--- src/design/srtDivider_consts.svh ---
`ifndef SRTDIVIDER_CONSTS_SVH
`define SRTDIVIDER_CONSTS_SVH

// operand width
`define DIV_WIDTH 32

// partial remainder carries three extra bits of guard and sign
`define REM_WIDTH 35

// destination register address
`define ARCH_REG_W 5

// radix-4 step counter, up to 16 steps
`define STEP_W 5

// normalization shift, 0 to 32
`define SHIFT_W 6

`endif

--- src/design/divCtrlPkg.sv ---
`include "srtDivider_consts.svh"

package divCtrlPkg;

    typedef enum logic [1:0] {
        opDivW  = 2'd0,
        opDivWu = 2'd1,
        opModW  = 2'd2,
        opModWu = 2'd3
    } divOp_e;

    typedef enum logic [1:0] {stIdle, stIter, stOut} divState_e;

    typedef logic [`ARCH_REG_W-1:0] archReg_t;

endpackage

--- src/design/srtArithPkg.sv ---
`include "srtDivider_consts.svh"

package srtArithPkg;

    // digit code is the digit value in 3-bit two's complement
    typedef enum logic [2:0] {
        qPos2 = 3'b010,
        qPos1 = 3'b001,
        qZero = 3'b000,
        qNeg1 = 3'b111,
        qNeg2 = 3'b110
    } qDigit_e;

    typedef logic [`DIV_WIDTH-1:0] operand_t;
    typedef logic signed [`REM_WIDTH-1:0] partRem_t;

endpackage

--- src/design/divOperandPrep.sv ---
`timescale 1ns/1ps
`include "srtDivider_consts.svh"

module divOperandPrep
    import divCtrlPkg::*;
    import srtArithPkg::*;
(
    input  divOp_e                op,
    input  operand_t              dividend,
    input  operand_t              divisor,
    output operand_t              normDivisor,
    output partRem_t              alignedDividend,
    output logic [`SHIFT_W-1:0]   normShift,
    output logic [`STEP_W-1:0]    stepCount,
    output logic                  quotNeg,
    output logic                  remNeg
);

    logic     isSigned;
    operand_t absDividend;
    operand_t absDivisor;
    logic     found;
    logic     seed;
    partRem_t shiftedDividend;

    function automatic logic [2:0] nibbleLz(input logic [3:0] nib);
        casez (nib)
            4'b1???: nibbleLz = 3'd0;
            4'b01??: nibbleLz = 3'd1;
            4'b001?: nibbleLz = 3'd2;
            default: nibbleLz = 3'd3;
        endcase
    endfunction

    assign isSigned    = (op == opDivW) || (op == opModW);
    assign absDividend = (isSigned && dividend[`DIV_WIDTH-1]) ? -dividend : dividend;
    assign absDivisor  = (isSigned && divisor[`DIV_WIDTH-1]) ? -divisor : divisor;
    assign quotNeg     = isSigned && (dividend[`DIV_WIDTH-1] ^ divisor[`DIV_WIDTH-1]);
    assign remNeg      = isSigned && dividend[`DIV_WIDTH-1];

    // leading zeros, first nonzero nibble from the top
    always_comb begin
        normShift = `SHIFT_W'(`DIV_WIDTH);
        found = 1'b0;
        for (int i = `DIV_WIDTH / 4 - 1; i >= 0; i--) begin
            if (!found && absDivisor[i*4 +: 4] != 4'b0000) begin
                found = 1'b1;
                normShift = `SHIFT_W'(`DIV_WIDTH - 4 - 4 * i) + `SHIFT_W'(nibbleLz(absDivisor[i*4 +: 4]));
            end
        end
    end

    assign normDivisor = absDivisor << normShift;
    assign stepCount   = `STEP_W'(normShift[`SHIFT_W-1:1]) + `STEP_W'(1);

    // odd shift gets one more dividend bit so the step count covers it
    assign shiftedDividend = normShift[0] ? {2'b00, absDividend, 1'b0} : {3'b000, absDividend};

    // large unsigned dividend with odd shift would break the first step bound,
    // so one divisor is taken off up front and credited back to the quotient later
    assign seed = normShift[0] && (absDividend >= normDivisor);
    assign alignedDividend = seed ? shiftedDividend - partRem_t'({1'b0, normDivisor, 2'b00})
                                  : shiftedDividend;

endmodule

--- src/design/srtDigitSelect.sv ---
`timescale 1ns/1ps

module srtDigitSelect
    import srtArithPkg::*;
(
    input  logic [3:0]        divisorTop,
    input  logic signed [5:0] remTop,
    output qDigit_e           digit
);

    // thresholds per row, packed as {m2, m1, m0, mNeg1} in 1/16 units
    logic [23:0]       rowThresh;
    logic signed [5:0] m2;
    logic signed [5:0] m1;
    logic signed [5:0] m0;
    logic signed [5:0] mNeg1;

    always_comb begin
        case (divisorTop)
            4'b1001: rowThresh = {6'sd14, 6'sd4, -6'sd6, -6'sd15};
            4'b1010: rowThresh = {6'sd15, 6'sd4, -6'sd6, -6'sd16};
            4'b1011: rowThresh = {6'sd16, 6'sd4, -6'sd6, -6'sd18};
            4'b1100: rowThresh = {6'sd18, 6'sd6, -6'sd8, -6'sd20};
            4'b1101: rowThresh = {6'sd20, 6'sd6, -6'sd8, -6'sd20};
            4'b1110: rowThresh = {6'sd20, 6'sd8, -6'sd8, -6'sd22};
            4'b1111: rowThresh = {6'sd24, 6'sd8, -6'sd8, -6'sd24};
            // 1000, and unnormalized prefixes that only a zero divisor gives
            default: rowThresh = {6'sd12, 6'sd4, -6'sd4, -6'sd13};
        endcase
    end

    assign m2    = rowThresh[23:18];
    assign m1    = rowThresh[17:12];
    assign m0    = rowThresh[11:6];
    assign mNeg1 = rowThresh[5:0];

    always_comb begin
        if (remTop >= m2) begin
            digit = qPos2;
        end else if (remTop >= m1) begin
            digit = qPos1;
        end else if (remTop >= m0) begin
            digit = qZero;
        end else if (remTop >= mNeg1) begin
            digit = qNeg1;
        end else begin
            digit = qNeg2;
        end
    end

endmodule

--- src/design/quotientConvert.sv ---
`timescale 1ns/1ps
`include "srtDivider_consts.svh"

module quotientConvert
    import srtArithPkg::*;
(
    input  logic     Clk,
    input  logic     rst,
    input  logic     loadEn,
    input  logic     iterEn,
    input  qDigit_e  digit,
    output operand_t quotient
);

    operand_t   qReg;
    operand_t   qmReg;
    operand_t   qSrc;
    operand_t   qmSrc;
    logic [1:0] qLow;
    logic [1:0] qmLow;

    // negative digits borrow from Q-1, positive ones extend Q
    assign qSrc  = digit[2] ? qmReg : qReg;
    assign qmSrc = (digit == qPos2 || digit == qPos1) ? qReg : qmReg;
    assign qLow  = digit[1:0];
    assign qmLow = digit[1:0] - 2'd1;

    always_ff @(posedge Clk) begin
        if (rst || loadEn) begin
            qReg  <= '0;
            qmReg <= '1;
        end else if (iterEn) begin
            qReg  <= {qSrc[`DIV_WIDTH-3:0], qLow};
            qmReg <= {qmSrc[`DIV_WIDTH-3:0], qmLow};
        end
    end

    assign quotient = qReg;

endmodule

--- src/design/divRecurrence.sv ---
`timescale 1ns/1ps
`include "srtDivider_consts.svh"

module divRecurrence
    import srtArithPkg::*;
(
    input  logic                Clk,
    input  logic                rst,
    input  logic                loadEn,
    input  logic                iterEn,
    input  partRem_t            alignedDividend,
    input  operand_t            normDivisor,
    input  logic [`SHIFT_W-1:0] normShift,
    output operand_t            quotientMag,
    output operand_t            remainderMag
);

    partRem_t            remReg;
    operand_t            divReg;
    logic [`SHIFT_W-1:0] shiftReg;
    logic                seedReg;
    partRem_t            divWeight;
    partRem_t            remShifted;
    partRem_t            remNext;
    partRem_t            remFinal;
    logic signed [6:0]   remEst;
    logic signed [5:0]   remTop;
    qDigit_e             digit;
    operand_t            convQuot;
    logic [`DIV_WIDTH:0] seedWeight;

    always_ff @(posedge Clk) begin
        if (loadEn) begin
            remReg   <= alignedDividend;
            divReg   <= normDivisor;
            shiftReg <= normShift;
            seedReg  <= alignedDividend[`REM_WIDTH-1];
        end else if (iterEn) begin
            remReg <= remNext;
        end
    end

    // estimate of 4w, clamped into the table range
    assign remEst = remReg[`REM_WIDTH-1 -: 7];
    assign remTop = (remEst[6] != remEst[5]) ? {remEst[6], {5{~remEst[6]}}} : remEst[5:0];

    srtDigitSelect digitSel_i (.divisorTop(divReg[`DIV_WIDTH-1 -: 4]), .remTop(remTop), .digit(digit));

    quotientConvert conv_i (.Clk(Clk), .rst(rst), .loadEn(loadEn), .iterEn(iterEn),
                            .digit(digit), .quotient(convQuot));

    assign divWeight  = {1'b0, divReg, 2'b00};
    assign remShifted = remReg <<< 2;

    always_comb begin
        unique case (digit)
            qPos2:   remNext = remShifted - partRem_t'({divReg, 3'b000});
            qPos1:   remNext = remShifted - divWeight;
            qNeg1:   remNext = remShifted + divWeight;
            qNeg2:   remNext = remShifted + partRem_t'({divReg, 3'b000});
            default: remNext = remShifted;
        endcase
    end

    assign remFinal     = remReg[`REM_WIDTH-1] ? remReg + divWeight : remReg;
    assign remainderMag = remFinal[`DIV_WIDTH+1:2] >> shiftReg;
    assign seedWeight   = {{`DIV_WIDTH{1'b0}}, seedReg} << (shiftReg + `SHIFT_W'(1));
    assign quotientMag  = (remReg[`REM_WIDTH-1] ? convQuot - operand_t'(1) : convQuot)
                          + seedWeight[`DIV_WIDTH-1:0];

endmodule

--- src/design/divSequencer.sv ---
`timescale 1ns/1ps
`include "srtDivider_consts.svh"

module divSequencer
    import divCtrlPkg::*;
    import srtArithPkg::*;
(
    input  logic               Clk,
    input  logic               rst,
    input  logic               start,
    input  divOp_e             op,
    input  archReg_t           destReg,
    input  logic [`STEP_W-1:0] stepCount,
    input  logic               quotNeg,
    input  logic               remNeg,
    input  operand_t           quotientMag,
    input  operand_t           remainderMag,
    output logic               loadEn,
    output logic               iterEn,
    output operand_t           writeData,
    output archReg_t           writeAddr,
    output logic               writeValid,
    output logic               iqWakeup
);

    divState_e          state;
    logic [`STEP_W-1:0] stepCnt;
    divOp_e             opReg;
    archReg_t           destRegQ;
    logic               quotNegReg;
    logic               remNegReg;
    logic               isMod;
    operand_t           selMag;
    operand_t           result;

    assign loadEn = (state == stIdle) && start;
    assign iterEn = (state == stIter);

    always_ff @(posedge Clk) begin
        if (rst) begin
            state   <= stIdle;
            stepCnt <= '0;
        end else begin
            case (state)
                stIdle: begin
                    if (start) begin
                        state   <= stIter;
                        stepCnt <= stepCount;
                    end
                end
                stIter: begin
                    if (stepCnt == `STEP_W'(1)) begin
                        state <= stOut;
                    end
                    stepCnt <= stepCnt - `STEP_W'(1);
                end
                // two cycles here, wake-up then write-back
                stOut: begin
                    if (writeValid) begin
                        state <= stIdle;
                    end
                end
                default: state <= stIdle;
            endcase
        end
    end

    always_ff @(posedge Clk) begin
        if (loadEn) begin
            opReg      <= op;
            destRegQ   <= destReg;
            quotNegReg <= quotNeg;
            remNegReg  <= remNeg;
        end
    end

    assign isMod  = (opReg == opModW) || (opReg == opModWu);
    assign selMag = isMod ? remainderMag : quotientMag;
    assign result = (isMod ? remNegReg : quotNegReg) ? -selMag : selMag;

    assign iqWakeup = (state == stOut) && !writeValid;

    always_ff @(posedge Clk) begin
        if (rst) begin
            writeValid <= 1'b0;
            writeData  <= '0;
            writeAddr  <= '0;
        end else if (iqWakeup) begin
            writeValid <= 1'b1;
            writeData  <= result;
            writeAddr  <= destRegQ;
        end else begin
            writeValid <= 1'b0;
            writeData  <= '0;
            writeAddr  <= '0;
        end
    end

endmodule

--- src/design/srtDivider.sv ---
`timescale 1ns/1ps
`include "srtDivider_consts.svh"

module srtDivider
    import divCtrlPkg::*;
    import srtArithPkg::*;
(
    input  logic     Clk,
    input  logic     rst,
    input  logic     start,
    input  divOp_e   op,
    input  operand_t dividend,
    input  operand_t divisor,
    input  archReg_t destReg,
    output operand_t writeData,
    output archReg_t writeAddr,
    output logic     writeValid,
    output logic     iqWakeup
);

    operand_t            normDivisor;
    partRem_t            alignedDividend;
    logic [`SHIFT_W-1:0] normShift;
    logic [`STEP_W-1:0]  stepCount;
    logic                quotNeg;
    logic                remNeg;
    logic                loadEn;
    logic                iterEn;
    operand_t            quotientMag;
    operand_t            remainderMag;

    divOperandPrep prep_i (
        .op(op), .dividend(dividend), .divisor(divisor),
        .normDivisor(normDivisor), .alignedDividend(alignedDividend),
        .normShift(normShift), .stepCount(stepCount),
        .quotNeg(quotNeg), .remNeg(remNeg)
    );

    divSequencer seq_i (
        .Clk(Clk), .rst(rst), .start(start), .op(op), .destReg(destReg),
        .stepCount(stepCount), .quotNeg(quotNeg), .remNeg(remNeg),
        .quotientMag(quotientMag), .remainderMag(remainderMag),
        .loadEn(loadEn), .iterEn(iterEn), .writeData(writeData),
        .writeAddr(writeAddr), .writeValid(writeValid), .iqWakeup(iqWakeup)
    );

    divRecurrence rec_i (
        .Clk(Clk), .rst(rst), .loadEn(loadEn), .iterEn(iterEn),
        .alignedDividend(alignedDividend), .normDivisor(normDivisor),
        .normShift(normShift), .quotientMag(quotientMag), .remainderMag(remainderMag)
    );

endmodule

--- config.mk ---
export PLATFORM = sky130hd
export DESIGN_NAME = srtDivider
export DESIGN_NICKNAME = d
export VERILOG_FILES = /design/src/design/divCtrlPkg.sv /design/src/design/srtArithPkg.sv /design/src/design/divOperandPrep.sv /design/src/design/srtDigitSelect.sv /design/src/design/quotientConvert.sv /design/src/design/divRecurrence.sv /design/src/design/divSequencer.sv /design/src/design/srtDivider.sv
export VERILOG_INCLUDE_DIRS = /design/src /design/src/design
export SDC_FILE = /design/constraint.sdc
export NUM_CORES = 1
export LEC_CHECK = 0
export BUFFER_PORTS_ARGS = -buffer_cell sky130_fd_sc_hd__buf_2
export CORE_MARGIN = 1
export CORE_UTILIZATION = 60
export DETAILED_ROUTE_END_ITERATION = 16
export PLACE_DENSITY_LB_ADDON = 0.05
export SLEW_MARGIN = 25
export SYNTH_ARGS = -nofsm -noshare
export SYNTH_HDL_FRONTEND = slang
export SYNTH_HIERARCHICAL = 1
export SYNTH_SLANG_ARGS = --single-unit
--- constraint.sdc ---
create_clock -name Clk -period 10.35 [get_ports Clk]
set_input_delay 0.5175 -clock Clk [delete_from_list [all_inputs] [get_ports Clk]]
set_output_delay 0.5175 -clock Clk [all_outputs]
set_load 0.1 [all_outputs]
Word-level counts from Yosys, hierarchy flattened

Index checks and enable logic that the tools add are counted.

Register bits after elaboration: 190
Bits of input ports: 74
Output and inout bits: 39

Add/sub/neg operators: 22
Magnitude comparators: 5
Eq/ne operators: 37
Shifts and indexed selects: 3
Multiplexer cells: 57
Bitwise logic cells: 3
Reduce and logical (&&, ||, !) cells: 40

Operators by type and width:

| operator                | count |
|---|---|
| $pmux W23 S7            | 1 |
| $mux W32                | 5 |
| $pmux W35 S4            | 1 |
| $mux W35                | 3 |
| $sub A35 B35 Y35        | 3 |
| $neg A32 Y32            | 3 |
| $add A35 B35 Y35        | 2 |
| $mux W6                 | 9 |
| $pmux W2 S3             | 9 |
| $add A34 B34 Y34        | 1 |
| $mux W34                | 1 |
| $mux W33                | 1 |
| $add A32 B32 Y32        | 1 |
| $ge A32 B32 Y1          | 1 |
| $reduce_bool A4 Y1      | 8 |
| $shl A1 B6 Y32          | 1 |
| $shl A32 B6 Y32         | 1 |
| $shr A32 B6 Y32         | 1 |
| $sub A32 B1 Y32 const B | 1 |
| $mux W3                 | 10 |
| $mux W30                | 1 |
| $eq A4 B4 Y1 const B    | 7 |
| $mux W28                | 1 |
| $eq A3 B1 Y1 const B    | 9 |
| 30 further kinds        | 86 |

Logic depth before layout (Yosys ltp)

Depth in word-level cells: 34
Depth in mapped cells: 34

Hierarchy

The synthesis kept the hierarchy.

Modules (own cells, without submodules):

| module          | times used | cells an instance | area each (um2) | seq. area each (um2) |
|---|---|---|---|---|
| divRecurrence   | 1          | 1792              | 13819.5         | 2222.1 |
| divOperandPrep  | 1          | 1158              | 7708.6          | 0.0 |
| divSequencer    | 1          | 350               | 3136.8          | 1141.1 |
| quotientConvert | 1          | 313               | 2741.4          | 1241.2 |
| srtDigitSelect  | 1          | 68                | 514.2           | 0.0 |

Least setup slack after synthesis

Ideal clock, no wire load.

Path kind: input to register
From: input port divisor[7]
To: register rec_i.remReg[30] (data pin)
Library setup time: 0.260 ns
Data arrival time: 7.427 ns
Required time: 10.090 ns
Setup slack: 2.663 ns
Stages: 31
Path buffers: 4
Cell sequence: buf_2 or4_4 or4_4 nor4_2 o21ai_2 a211oi_4 nand3_4 or3_1 buf_2 a21oi_4 inv_4 buf_4 a21oi_1 o22ai_1 o41ai_2 a221oi_1 ha_1 a21o_1 a21o_1 a21o_1 a21o_1 a21o_1 a21o_1 a2111oi_0 o2111ai_1 nand2_1 clkbuf_1 nor4_1 nor4_1 a21oi_1 mux2_2

Cells in the longest elaborated chain, start to end: 30
Elaborated cells on any way between the ends: 78
Classes of those cells: add/sub: 8; order compare: 1; eq/ne: 14; shift: 1; mux: 32; reduce/logical: 22

RTL lines:

| what                    | RTL line             | source |
|---|---|---|
| from (decl)             | srtDivider.sv:13     | `input operand_t divisor,` |
| $neg A32 Y32            | divOperandPrep.sv:37 | `` assign absDivisor = (isSigned && divisor[`DIV_WIDTH-1]) ? -divisor : divisor; `` |
| $mux W32 *              | divOperandPrep.sv:37 |  |
| $reduce_bool A4 Y1      | divOperandPrep.sv:46 | `if (!found && absDivisor[i*4 +: 4] != 4'b0000) begin` |
| $mux W1                 | divOperandPrep.sv:46 |  |
| $logic_not A1 Y1        | divOperandPrep.sv:46 |  |
| $logic_and A1 B1 Y1     | divOperandPrep.sv:46 |  |
| $mux W1                 | divOperandPrep.sv:46 |  |
| $logic_not A1 Y1        | divOperandPrep.sv:46 |  |
| [... 15 more ...]       | --                   |  |
| $logic_and A1 B1 Y1     | divOperandPrep.sv:46 |  |
| $mux W6                 | divOperandPrep.sv:46 |  |
| $shl A32 B6 Y32         | divOperandPrep.sv:53 | `assign normDivisor = absDivisor << normShift;` |
| $ge A32 B32 Y1          | divOperandPrep.sv:61 | `assign seed = normShift[0] && (absDividend >= normDivisor);` |
| $logic_and A1 B1 Y1     | divOperandPrep.sv:61 |  |
| $mux W35 *              | divOperandPrep.sv:62 | `assign alignedDividend = seed ? shiftedDividend - partRem_t'({1'b0, normDivisor, 2'b00})` |
| net alignedDividend[30] | srtDivider.sv:22     | `partRem_t alignedDividend;` |
| $mux W35 *              | divRecurrence.sv:33  | `if (loadEn) begin` |
| to (signal assigned)    | divRecurrence.sv:34  | `remReg <= alignedDividend;` |
| to (signal assigned)    | divRecurrence.sv:39  | `remReg <= remNext;` |
| to (decl)               | divRecurrence.sv:18  | `partRem_t remReg;` |

Mark *: on every way through the listed nets, which the timed path passes. The rest lies on a longest branch. The select of a mux whose other input is x is not followed.
A chain may end at the register's enable or synchronous reset.

Worst setup path after layout

From: input port divisor[0]
To: register rec_i.remReg[30] (data pin)

Cells in the longest elaborated chain, start to end: 30
Elaborated cells on any way between the ends: 84
Classes of those cells: add/sub: 9; order compare: 1; eq/ne: 16; shift: 1; mux: 34; reduce/logical: 23

RTL lines:

| what                    | RTL line             | source |
|---|---|---|
| $neg A32 Y32            | divOperandPrep.sv:37 |  |
| $mux W32 *              | divOperandPrep.sv:37 |  |
| $reduce_bool A4 Y1      | divOperandPrep.sv:46 |  |
| $mux W1                 | divOperandPrep.sv:46 |  |
| $logic_not A1 Y1        | divOperandPrep.sv:46 |  |
| $logic_and A1 B1 Y1     | divOperandPrep.sv:46 |  |
| $mux W1                 | divOperandPrep.sv:46 |  |
| $logic_not A1 Y1        | divOperandPrep.sv:46 |  |
| [... 16 more ...]       | --                   |  |
| $mux W6 *               | divOperandPrep.sv:46 |  |
| net normShift[1]        | srtDivider.sv:23     | `` logic [`SHIFT_W-1:0] normShift; `` |
| $shl A32 B6 Y32 *       | divOperandPrep.sv:53 |  |
| $ge A32 B32 Y1          | divOperandPrep.sv:61 |  |
| $logic_and A1 B1 Y1     | divOperandPrep.sv:61 |  |
| $mux W35 *              | divOperandPrep.sv:62 |  |
| net alignedDividend[30] | srtDivider.sv:22     |  |
| $mux W35 *              | divRecurrence.sv:33  |  |

Marks and branches as above.

==> summary.txt <==
Synth
  • Top-count cell post-synth: nor2_1
  • Synth top area share: 0.09680
  • Commonest cells in the netlist: nor2_1, a21oi_1, nand2_1, ha_1, xnor2_1
  • Sequential share of the synthesized area: 0.1649
  • Asr flop ratio synth: 0
  • EDFF count, synth: between 80 and 90
  • Synth Flop Type: dfxtp_1
  • Synthesized Nets: between 3000 and 4000
  • Register bit total from synthesis: approximately 190
  • Top cells by area, synth: ha_1, edfxtp_1, dfxtp_1, xnor2_1, a21oi_1
  • Synth cell types: approximately 120
  • Mapped Area: about 0.028 mm^2
  • Syn_area_per_cell: between 7 and 8 um^2
  • Yosys Warn Count: 6
  • Cells after Synth: 3681
  • Area leader, netlist: ha_1

Cells and area
  • Synthesis-to-finish area growth: 5.023%
  • Nets: a little under 4000
  • Layout Utilization: 0.6420
  • ANT cells: 0
  • Layout cell share with drive strength beyond 1: 0.09340

Setup path
  • Crit path largest cell delay: ~0.80 ns
  • R2R Path Start: rec_i/remReg[34]
  • Slowest stage cell, crit path: a21oi_4
  • Reg2reg path depth: 25
  • Worst setup path startpoint: divisor[0]
  • Crit. End Element: register
  • CP dominant cell by count: a21o_1
  • Reg-to-reg endpoint: rec_i/remReg[28]
  • Worst EP required: between 10 and 15 ns
  • CP Max Fanout: 27
  • Reg2reg setup slack: about 2.5 ns
  • Crit path DAT: 9.44 ns
  • Startpoint Class: primary input
  • Setup CP Type: primary input to register
  • CP Capture Point: rec_i/remReg[30]

GRT
  • Met3 Use GR: 0.07587
  • GR Util met1: 0.5490
  • Final global-route overflow total: 0
  • Global-route wire length before repair: about 150000 um
  • Pin count of the biggest net entering global routing: between 90 and 100
  • Grt peak-use layer: met2
  • Met2 Resource Use GR: 0.6191
  • Initial antenna violation count: 1
  • Total GRT Usage: 0.4014
  • Vias in the first global route: 27090

Routing
  • DRC: 0
  • Remaining antenna violation count: 0
  • Drt first pass iters: 6
  • DRT iter0 DRCs: ~3800
  • Total length of routed wires: ~97000 um
  • WL/cell: ~23 um
  • Vias/cell: between 6 and 7
  • DR vias: just under 30000

Power
  • Power Dens Cells: 388.7 mW/mm^2
  • Leakage: around 12 nW
  • Worst ir drop on vdd: around 0.28 mV

Floorplan
  • Chip height: 217.7 um
  • # IOs: around 110
  • Initial Util: 0.6113
  • Core area: around 0.046 mm^2
  • Die Wd: approximately 220 um
  • Die area: 0.04740 mm^2
  • Num rows: roughly 80

Clock network
  • CTS buffer count: 17
  • CTS clk-pin slew, worst paths: 0.07 ns
  • Sinks on Clock Net: between 150 and 200
  • # H-tree levels: 4
  • CTS tree: done
  • Clock Path Buffers: 2
  • Post-CTS Resized: 0
  • Clock root buffer master: clkbuf_16
  • Setup Buffers After CTS: 0
  • Hold_buf cts: 0
  • Skew-Pair Late Insertion Delay: between 0.4 and 0.5 ns

Worst hold path
  • WHS Path Cells: 1
  • Hold WC Path Type: primary input to register

STA
  • Period utilisation layout: 0.8903
  • Pins over their slew limit: 0
  • Final Hold Viols: 0
  • Slew at the pin closest to its max-slew limit: approximately 1.1 ns
  • Skew final: approximately 0.011 ns
  • Final setup fails: 0
  • Fmax: 0.1085 GHz
  • RSZ-0062 raised after global routing: false
  • Final min period: slightly above 9 ns
  • Post-route setup TNS: 0 ns
  • Slew HR: 0.2505

Placement
  • GP Congestion: 1.091
  • I/O Buffers: roughly 110
  • DP Wirelength: approximately 76000 um

Run status
  • Status: finished clean

Run
  • Max-cap violations: 0
==> registers in the layout, indices dropped and copies added (netlist names), 2 cells and up <==
name,count
seq_i/writeAddr,5
seq_i/state,2
rec_i/remReg,35
seq_i/stepCnt,5
rec_i/divReg,32
seq_i/destRegQ,5
rec_i/conv_i/quotient,32
seq_i/writeData,32
rec_i/conv_i/qmReg,30
rec_i/shiftReg,6
==> layer usage <==
metal	vias up	share of wire	routed length (um)
li1	13830	-	-
met1	13920	0.42	40700
met2	1846	0.43	42010
met3	247	0.11	10610
met4	2	0.039	3803
met5	-	0.00016	16
==> where the power goes <==
group | internal [mW] | switching, mW
combinational | 3.59 | 5.78
clock | 0.325 | 0.319
sequential | 1.05 | 0.337
total | 4.96 | 6.43
==> critical path, delay by kind of cell <==
kind	cells	cell delay, ns
AO/OA/AOI/OAI	16	4.27
AND/OR/NAND/NOR	8	3.08
buffers and inverters	3	0.65
adder cells (fa/ha/maj)	2	0.60
multiplexers	1	0.28
==> stage by stage <==
step	hold slack, ns	std cells	power, mW	setup WS (ns)	cell area (um^2)
2_1_floorplan	0.4203	3681	8.192	2.663	27920
3_5_place_dp	0.4272	4251	10.30	0.9274	28750
5_1_grt	0.1977	4283	12.17	0.5562	29320
4_1_cts	0.1926	4283	11.02	1.396	29320
3_3_place_gp	0.4250	4251	10.03	1.153	28750
6_report	0.2118	4283	11.40	1.136	29320
==> layout make-up <==
class                   count  area [um^2]
well taps                 600        750.7
clock inverters            12        120.1
fillers                  3946        16350
multi-input cells        3183        22040
inverters                 123        466.7
clock buffers              20        446.7
flip-flops and latches    189         4604
repair buffers            156        890.9
==> cells in the final DEF (no fill, tap or decap), drive strengths merged, types with 36 or more instances in the layout <==
master and n:
and2 45, or3 39, ha 216, xor2 115, a211oi 89, a221oi 50
inv 128, o31ai 37, nor4 57, buf 156, a31oi 36, nor3 113
a21o 93, a21oi 308, nand3 101, nand2 275, mux2i 122, nand4 40
nor2 374, xnor2 184, mux2 56, o211ai 36, o21ai 217, edfxtp 82
o21a 37, dfxtp 107, nor2b 56, nand2b 59
==> how the worst min path moves through the flow <==
stage                           start                  to  slack, ns
finish                     destReg[0]   seq_i/destRegQ[0]       0.21
global route               destReg[0]   seq_i/destRegQ[0]       0.20
CTS                        destReg[0]   seq_i/destRegQ[0]       0.19
detailed placement  seq_i/destRegQ[0]  seq_i/writeAddr[0]       0.43
global placement    seq_i/destRegQ[4]  seq_i/writeAddr[4]       0.42
floorplan           seq_i/destRegQ[0]  seq_i/writeAddr[0]       0.42
==> kinds of logic (layout without fill, tap and decap cells) <==
kind of cell,after synthesis,count (layout),synth area share
simple gates,1290,1290,0.2318
fa+ha+maj,221,221,0.1004
xor+xnor,299,299,0.09406
compound gates,1187,1187,0.2890
flops,189,189,0.1649
mux,186,186,0.07322
buf+inv,309,311,0.04661
(Power assumes the default switching activity.)
